[src/hw/mmu_pkg.sv]
// Sv32 paging types shared by the TLBs and the page-table walker
// Also holds the CSR view that the core drives into the MMU and the
// request and response structs of the TLB-to-walker link
package mmu_pkg;

    localparam int TLB_ENTRIES = 4;            // per TLB, fully associative
    localparam int TLB_IDX_W   = $clog2(TLB_ENTRIES);
    localparam int PA_WIDTH    = 34;           // Sv32 physical address

    localparam logic SATP_MODE_SV32 = 1'b1;

    typedef enum logic [1:0] {
        U_MODE = 2'b00,
        S_MODE = 2'b01,
        M_MODE = 2'b11
    } priv_t;

    // satp fields, current privilege and sstatus.SUM
    typedef struct packed {
        logic        mode;      // 1 selects Sv32, 0 is bare
        logic [21:0] root_ppn;
        priv_t       priv;
        logic        sum;       // S-mode may touch U pages
    } csr_state_t;

    typedef struct packed {
        logic [1:0] rsw;
        logic       d;
        logic       a;
        logic       g;
        logic       u;
        logic       x;
        logic       w;
        logic       r;
        logic       v;
    } pte_perms_t;

    typedef struct packed {
        logic [21:0] ppn;
        pte_perms_t  perms;
    } pte_t;

    typedef struct packed {
        logic [9:0]  vpn1;
        logic [9:0]  vpn0;
        logic [11:0] offset;
    } va_t;

    // held by the TLB until done comes back
    typedef struct packed {
        logic        valid;
        logic [19:0] vpn;
    } walk_req_t;

    // done is a single-cycle pulse; fault and leaf are valid with it
    typedef struct packed {
        logic done;
        logic fault;
        pte_t leaf;    // megapage ppn already filled from vpn0
    } walk_rsp_t;

endpackage
[src/hw/wb_pkg.sv]
// Wishbone classic structs for the two translation ports and the
// PTE read port of the walker
package wb_pkg;

    // translation port, core side is master
    typedef struct packed {
        logic        cyc;
        logic        stb;
        logic        we;       // store, data port only
        logic [31:0] adr;      // virtual address
    } xl_req_t;

    typedef struct packed {
        logic                         ack;
        logic                         err;   // page fault
        logic [mmu_pkg::PA_WIDTH-1:0] dat;   // physical address
    } xl_rsp_t;

    // PTE reads only, so no we or write data
    typedef struct packed {
        logic                         cyc;
        logic                         stb;
        logic [mmu_pkg::PA_WIDTH-1:0] adr;
    } mem_req_t;

    typedef struct packed {
        logic        ack;
        logic [31:0] dat;
    } mem_rsp_t;

endpackage

[src/hw/mmu_top.sv]
// Sv32 MMU top level
// Instruction and data TLBs on the two translation ports, sharing one
// page-table walker that owns the memory port
`timescale 1ns/100ps

module mmu_top (
    input  logic                clk,
    input  logic                nRST,
    input  mmu_pkg::csr_state_t csr,
    input  logic                flush,
    input  wb_pkg::xl_req_t     ireq,
    output wb_pkg::xl_rsp_t     irsp,
    input  wb_pkg::xl_req_t     dreq,
    output wb_pkg::xl_rsp_t     drsp,
    output wb_pkg::mem_req_t    mem_req,
    input  wb_pkg::mem_rsp_t    mem_rsp
);
    import mmu_pkg::*;

    walk_req_t iwalk_req;
    walk_req_t dwalk_req;
    walk_rsp_t iwalk_rsp;
    walk_rsp_t dwalk_rsp;

    sv32_tlb #(
        .IS_FETCH (1'b1)
    ) itlb_u (
        .clk      (clk),
        .nRST     (nRST),
        .csr      (csr),
        .flush    (flush),
        .req      (ireq),
        .rsp      (irsp),
        .walk_req (iwalk_req),
        .walk_rsp (iwalk_rsp)
    );

    sv32_tlb #(
        .IS_FETCH (1'b0)
    ) dtlb_u (
        .clk      (clk),
        .nRST     (nRST),
        .csr      (csr),
        .flush    (flush),
        .req      (dreq),
        .rsp      (drsp),
        .walk_req (dwalk_req),
        .walk_rsp (dwalk_rsp)
    );

    page_walker walker_u (
        .clk       (clk),
        .nRST      (nRST),
        .csr       (csr),
        .iwalk_req (iwalk_req),
        .dwalk_req (dwalk_req),
        .iwalk_rsp (iwalk_rsp),
        .dwalk_rsp (dwalk_rsp),
        .mem_req   (mem_req),
        .mem_rsp   (mem_rsp)
    );

endmodule

[src/hw/page_walker.sv]
// Sv32 two-level page-table walker shared by the instruction and data TLBs
// Reads PTEs over a Wishbone classic master port, checks the table
// structure and returns the leaf with a done pulse to the requester
`timescale 1ns/100ps

module page_walker (
    input  logic                clk,
    input  logic                nRST,
    input  mmu_pkg::csr_state_t csr,
    input  mmu_pkg::walk_req_t  iwalk_req,
    input  mmu_pkg::walk_req_t  dwalk_req,
    output mmu_pkg::walk_rsp_t  iwalk_rsp,
    output mmu_pkg::walk_rsp_t  dwalk_rsp,
    output wb_pkg::mem_req_t    mem_req,
    input  wb_pkg::mem_rsp_t    mem_rsp
);
    import mmu_pkg::*;

    typedef enum logic {
        IDLE,
        WALK
    } walk_state_t;

    walk_state_t state;

    logic                level;      // 1 at the root table, 0 at the leaf table
    logic                serve_d;    // data TLB owns the current walk
    logic [PA_WIDTH-1:0] pte_addr;

    logic        start;
    logic        pick_d;
    logic [19:0] vpn_sel;
    logic [9:0]  vpn1;
    logic [9:0]  vpn0;

    pte_t pte;
    logic is_leaf;
    logic bad_pte;
    logic ptr_at_l0;
    logic misaligned;
    logic fault;
    logic step;
    logic finish;
    logic descend;
    pte_t leaf_fixed;

    assign start = dwalk_req.valid || iwalk_req.valid;

    // data side wins when both are waiting
    assign pick_d  = (state == IDLE) ? dwalk_req.valid : serve_d;
    assign vpn_sel = pick_d ? dwalk_req.vpn : iwalk_req.vpn;
    assign vpn1    = vpn_sel[19:10];
    assign vpn0    = vpn_sel[9:0];

    assign pte = mem_rsp.dat;

    // r or x set marks a leaf
    assign is_leaf = pte.perms.r || pte.perms.x;

    // structural checks on the PTE just read
    assign bad_pte    = !pte.perms.v || (pte.perms.w && !pte.perms.r);
    assign ptr_at_l0  = !level && !is_leaf;
    assign misaligned = level && is_leaf && (pte.ppn[9:0] != '0);
    assign fault      = bad_pte || ptr_at_l0 || misaligned;

    assign step    = (state == WALK) && mem_rsp.ack;
    assign finish  = step && (fault || is_leaf);
    assign descend = step && !finish;

    // low ppn of a megapage comes from the virtual address
    always_comb begin
        leaf_fixed = pte;
        if (level) begin
            leaf_fixed.ppn = {pte.ppn[21:10], vpn0};
        end
    end

    always_ff @(posedge clk) begin
        if (!nRST) begin
            state   <= IDLE;
            level   <= 1'b1;
            serve_d <= 1'b0;
        end else begin
            case (state)
                IDLE: begin
                    if (start) begin
                        state   <= WALK;
                        level   <= 1'b1;
                        serve_d <= dwalk_req.valid;
                    end
                end
                WALK: begin
                    if (finish) begin
                        state <= IDLE;
                    end else if (descend) begin
                        level <= 1'b0;   // pointer means one level down
                    end
                end
                default: state <= IDLE;
            endcase
        end
    end

    always_ff @(posedge clk) begin
        if (state == IDLE && start) begin
            pte_addr <= {csr.root_ppn, vpn1, 2'b00};
        end else if (descend) begin
            pte_addr <= {pte.ppn, vpn0, 2'b00};
        end
    end

    // bus held for the whole walk and the address moves only after an ack
    assign mem_req.cyc = (state == WALK);
    assign mem_req.stb = (state == WALK);
    assign mem_req.adr = pte_addr;

    assign iwalk_rsp.done  = finish && !serve_d;
    assign iwalk_rsp.fault = fault;
    assign iwalk_rsp.leaf  = leaf_fixed;

    assign dwalk_rsp.done  = finish && serve_d;
    assign dwalk_rsp.fault = fault;
    assign dwalk_rsp.leaf  = leaf_fixed;

endmodule

[src/hw/sv32_tlb.sv]
// Fully associative Sv32 TLB in front of one translation port
// Hits and bare-mode accesses answer one cycle after the request is sampled,
// misses go through the shared walker and are refilled round-robin
`timescale 1ns/100ps

module sv32_tlb #(
    parameter bit IS_FETCH = 1'b0   // 1 for the instruction port
) (
    input  logic                clk,
    input  logic                nRST,
    input  mmu_pkg::csr_state_t csr,
    input  logic                flush,
    input  wb_pkg::xl_req_t     req,
    output wb_pkg::xl_rsp_t     rsp,
    output mmu_pkg::walk_req_t  walk_req,
    input  mmu_pkg::walk_rsp_t  walk_rsp
);
    import mmu_pkg::*;

    typedef enum logic {
        LOOKUP,
        REFILL
    } tlb_state_t;

    tlb_state_t state;

    logic [TLB_ENTRIES-1:0] ent_valid;
    logic [19:0]            ent_vpn [TLB_ENTRIES];
    pte_t                   ent_pte [TLB_ENTRIES];
    logic [TLB_IDX_W-1:0]   fill_ptr;

    va_t  va_q;     // request captured on a miss
    logic we_q;

    logic                rsp_ack;
    logic                rsp_err;
    logic [PA_WIDTH-1:0] rsp_dat;

    va_t  va;
    logic xlate_on;
    logic accept;
    logic hit;
    pte_t hit_pte;
    logic hit_ok;
    logic fill_done;
    logic fill_ok;

    // rights for this port plus the U/SUM rule
    function automatic logic access_ok(pte_perms_t p, logic store, csr_state_t c);
        logic rights;
        logic mode_ok;
        rights  = IS_FETCH ? p.x : (store ? p.w : p.r);
        mode_ok = (c.priv == U_MODE) ? p.u : (!p.u || c.sum);
        return rights && mode_ok;
    endfunction

    assign va       = req.adr;
    assign xlate_on = (csr.mode == SATP_MODE_SV32) &&
                      (csr.priv == S_MODE || csr.priv == U_MODE);

    // no new request while the previous one is being acked
    assign accept = (state == LOOKUP) && req.cyc && req.stb && !(rsp_ack || rsp_err);

    always_comb begin
        hit     = 1'b0;
        hit_pte = '0;
        for (int i = 0; i < TLB_ENTRIES; i++) begin
            if (ent_valid[i] && ent_vpn[i] == {va.vpn1, va.vpn0}) begin
                hit     = 1'b1;
                hit_pte = ent_pte[i];
            end
        end
    end

    assign hit_ok    = access_ok(hit_pte.perms, req.we, csr);
    assign fill_done = (state == REFILL) && walk_rsp.done;
    assign fill_ok   = access_ok(walk_rsp.leaf.perms, we_q, csr);

    always_ff @(posedge clk) begin
        if (!nRST) begin
            state     <= LOOKUP;
            ent_valid <= '0;
            fill_ptr  <= '0;
            rsp_ack   <= 1'b0;
            rsp_err   <= 1'b0;
        end else begin
            rsp_ack <= 1'b0;   // single-cycle pulses
            rsp_err <= 1'b0;
            case (state)
                LOOKUP: begin
                    if (accept) begin
                        if (!xlate_on) begin
                            rsp_ack <= 1'b1;
                        end else if (hit) begin
                            rsp_ack <= hit_ok;
                            rsp_err <= !hit_ok;
                        end else begin
                            state <= REFILL;
                        end
                    end
                end
                REFILL: begin
                    if (walk_rsp.done) begin
                        state <= LOOKUP;
                        if (walk_rsp.fault) begin
                            rsp_err <= 1'b1;   // faulting walks are not cached
                        end else begin
                            rsp_ack             <= fill_ok;
                            rsp_err             <= !fill_ok;
                            ent_valid[fill_ptr] <= 1'b1;
                            fill_ptr <= (fill_ptr == TLB_IDX_W'(TLB_ENTRIES - 1)) ?
                                        '0 : fill_ptr + 1'b1;
                        end
                    end
                end
                default: state <= LOOKUP;
            endcase
            if (flush) begin
                ent_valid <= '0;   // sfence.vma
            end
        end
    end

    always_ff @(posedge clk) begin
        if (accept) begin
            va_q    <= va;
            we_q    <= req.we;
            rsp_dat <= xlate_on ? {hit_pte.ppn, va.offset} : {2'b00, req.adr};
        end else if (fill_done) begin
            rsp_dat <= {walk_rsp.leaf.ppn, va_q.offset};
        end
        if (fill_done && !walk_rsp.fault) begin
            ent_vpn[fill_ptr] <= {va_q.vpn1, va_q.vpn0};
            ent_pte[fill_ptr] <= walk_rsp.leaf;
        end
    end

    assign walk_req.valid = (state == REFILL);
    assign walk_req.vpn   = {va_q.vpn1, va_q.vpn0};

    assign rsp.ack = rsp_ack;
    assign rsp.err = rsp_err;
    assign rsp.dat = rsp_dat;

endmodule

[config.mk]
export PLATFORM = sky130hd
export DESIGN_NAME = mmu_top
export DESIGN_NICKNAME = d
export VERILOG_FILES = /design/src/hw/mmu_pkg.sv /design/src/hw/wb_pkg.sv /design/src/hw/mmu_top.sv /design/src/hw/page_walker.sv /design/src/hw/sv32_tlb.sv
export SDC_FILE = /design/constraint.sdc
export NUM_CORES = 1
export LEC_CHECK = 0
export BUFFER_PORTS_ARGS = -buffer_cell sky130_fd_sc_hd__buf_2
export CAP_MARGIN = 20
export CORE_ASPECT_RATIO = 1.75
export CORE_UTILIZATION = 50
export DETAILED_ROUTE_END_ITERATION = 16
export GPL_TIMING_DRIVEN = 0
export HOLD_SLACK_MARGIN = 0.02
export PLACE_DENSITY_LB_ADDON = 0.05
export SLEW_MARGIN = 20
export SYNTH_ARGS = -nofsm -noshare
export SYNTH_HDL_FRONTEND = slang
export SYNTH_SLANG_ARGS = --single-unit
[constraint.sdc]
create_clock -name clk -period 12.4 [get_ports clk]
set_input_delay 2.48 -clock clk [delete_from_list [all_inputs] [get_ports clk]]
set_output_delay 2.48 -clock clk [all_outputs]
set_load 0.01 [all_outputs]
==> impl_metrics.csv <==
group,metric,value,unit
clock_tree,cts_setup_buffers,0,
drt,wl,67400,µm
floorplanning,chipHeight,285,µm
placement,dp_cells,2476,
layout,area_growth,16.2,%
sta,finalCriticalPeriod,5.91,ns
setup_path,worst-r2r-cell-count,8,
synth,yosys.area.top_type,"edfxtp_1",
synth,synthTopCellsByArea,"edfxtp_1, xnor2_1, nand2_1",
synth,synth_top_cell_area_share,0.686,
grt,track_usage,0.295,
sta,clock_skew,0.0282,ns
setup_path,cp_max_fo,10,
clock_tree,clkTransAtPathRegs,0.06,ns
drt,wire_per_inst,26.3,µm
placement,place.gp.congestion,0.925,
drt,vias,14700,
synth,synth_edf_count,521,
sta,rsz0062_at_grt,"no",
drt,drtIter0Drc,1148,
pwr,ir_drop,0.121,mV
setup_path,cp-startpoint,"dreq[23]",
grt,grt_remaining_overflow,0,
floorplanning,row_count,103,
grt,grt_pass1_wl,97200,µm
synth,synth-seq-cells,542,
layout,final_cell_mix,"edfxtp_1, buf_2, nand2_1, clkbuf_1, xnor2_1",
synth,synth_cell_types,71,
run,maxCapViolCount,0,
setup_path,start_kind,"primary input",
grt,antenna_found_initial,7,
synth,ys_async_sr_fraction,0,
floorplanning,ios,240,
placement,io_buffers,231,
clock_tree,root_buffer,"clkbuf_16",
synth,yosysSeqAreaShare,0.704,
setup_path,timing.rr.start,"dtlb_u.ent_vpn[1][11]",
sta,fmax,169,MHz
setup_path,required,12.71,ns
synth,ys.flop_type,"edfxtp_1",
run_status,status,"finished, final reports clean",
sta,hold_viol,0,
clock_tree,insertion_delay,0.58,ns
synth,syn-cell-area,22800,µm²
floorplanning,core,45100,µm²
synth,avgSynthCellArea,13.7,µm²
floorplanning,die_area,46500,µm²
clock_tree,cts_tree,"built",
drt,drtAntennaViolNets,0,
floorplanning,die_x,164,µm
drt,vias_per_cell,5.73,
grt,grt_pass1_vias,14900,
setup_path,crit_arrival,6.21,ns
clock_tree,cts_resized,0,
clock_tree,cts_hold_buf,0,
setup_path,r2r_setup_slack,8.52,ns
sta,slew_viol_final,0,
sta,setup_viol,0,
layout,final_common_cell,"edfxtp_1",
clock_tree,clockBufferDepth,3,
pwr,p_leak,0.00932,µW
layout,fin_cells,2569,
setup_path,endpoint_kind,"flop",
floorplanning,start_util,0.506,
drt,detail_route.first_pass.iterations,5,
drt,drc_errors,0,
sta,timing.final.crit_share,0.476,
worst_hold_path,hold_path_class,"reg2reg",
sta,timing.setup.tns,0,ns
placement,dp_slack,5.95,ns
layout,design_area,26500,µm²
sta,worstMarginPinSlew,1.11,ns
synth,yosys_warnings,0,
sta,setup_ws,6.49,ns
grt,grt_max_degree,47,
setup_path,reg2reg_to,"dtlb_u.rsp_dat[19]",
layout,drive_gt1_frac,0.175,
layout,fin_nets,2090,
placement,dpl_cell_area,24900,µm²
clock_tree,htree_num_levels,2,
sta,max-slew-margin-rel,0.254,
pwr,pwr_density_cell,146,nW/µm²
placement,place_hpwl,49500,µm
clock_tree,clkSinkCount,542,
setup_path,endpoint,"dtlb_u.rsp_dat[19]",
clock_tree,cts_buffers,49,
synth,syn_inst,1660,
setup_path,path_class,"in2reg",
==> per-layer routing <==
layer | GRT usage | up-vias | share of wire
met5 | 0 | - | 0.00067
li1 | - | 6701 | -
met1 | 0.344 | 7331 | 0.37
met4 | 0.146 | 8 | 0.053
met2 | 0.526 | 526 | 0.52
met3 | 0.0374 | 154 | 0.050
==> cell type report <==
type                            count  area (µm²)
Tap cell                          577         722
Sequential cell                   542       16100
Clock buffer                       58        1300
Multi-Input combinational cell    951        6130
Inverter                           56         210
Buffer                            112         467
Clock inverter                     31         302
Fill cell                        3738       18600
Antenna cell                        4        10.0
Timing Repair Buffer              238        1300
==> registers in the layout (all words and copies together) (netlist names), 20 cells and up <==
register	cells
dtlb_u.ent_vpn	80
itlb_u.rsp_dat	34
walker_u.pte_addr	32
itlb_u.ent_vpn	80
dtlb_u.ent_pte	100
dtlb_u.rsp_dat	34
itlb_u.walk_req	20
itlb_u.ent_pte	96
dtlb_u.walk_req	20
==> cell usage after synthesis (8+ instances only) <==
cell type and number:
a211oi_1 41, a21oi_1 55, a221o_1 24, and2_1 10
and3_1 14, buf_4 9, clkbuf_1 98, dfxtp_1 21
edfxtp_1 521, ha_1 8, inv_1 56, mux2i_1 27
nand2_1 171, nand2b_1 29, nand3_1 55, nand4_1 37
nor2_1 72, nor2b_1 22, nor3_1 18, nor4_1 26
o211a_1 11, o21a_1 20, o21ai_0 38, o31a_1 11
or3_1 33, xnor2_1 101, xor2_1 56
==> report_power, final <==
group / total (µW) / switching (µW) / internal [µW]
registers: 2070 / 20.0 / 2050
clock network: 1550 / 675 / 874
logic: 254 / 174 / 79.4
total: 3870 / 870 / 3000
==> worst min path at each step <==
stage	start	to	slack (ns)	depth (start not counted)
finish	itlb_u.ent_valid[0]	itlb_u.ent_valid[0]	0.49	2
global route	dtlb_u.ent_valid[3]	dtlb_u.ent_valid[3]	0.52	2
CTS	dtlb_u.ent_valid[0]	dtlb_u.ent_valid[0]	0.50	2
detailed placement	dtlb_u.ent_valid[0]	dtlb_u.ent_valid[0]	0.48	2
global placement	itlb_u.ent_valid[0]	itlb_u.ent_valid[0]	0.47	2
floorplan	itlb_u.ent_valid[0]	itlb_u.ent_valid[0]	0.45	2
==> cells by family after synthesis <==
kind of cell | after synthesis | synth area share
adder cells (fa/ha/maj) | 8 | 0.00439
other | 1 | 0.000164
buffers and inverters | 168 | 0.0296
XOR/XNOR | 158 | 0.0610
AO/OA/AOI/OAI | 230 | 0.0711
flip-flops | 542 | 0.704
AND/OR/NAND/NOR | 525 | 0.118
multiplexers | 28 | 0.0123
==> through the flow <==
stage	hold WS, ns	utilization	total power, µW
2_1_floorplan	0.447	-	2220
5_1_grt	0.522	0.588	3970
6_report	0.493	0.588	3870
4_1_cts	0.497	0.587	3890
3_5_place_dp	0.482	0.552	2360
3_3_place_gp	0.466	0.548	2350
==> worst max-delay path, cell delays in order <==
cell	delay [ns]
buf_2	0.09
clkbuf_1	0.48
xnor2_1	0.29
nor4b_1	0.60
nand4_1	0.68
clkbuf_1	0.52
mux2i_1	0.22
a211oi_1	0.27
a211oi_1	0.09
a211oi_1	0.48
No activity file was read; power rests on OpenSTA's default activity.
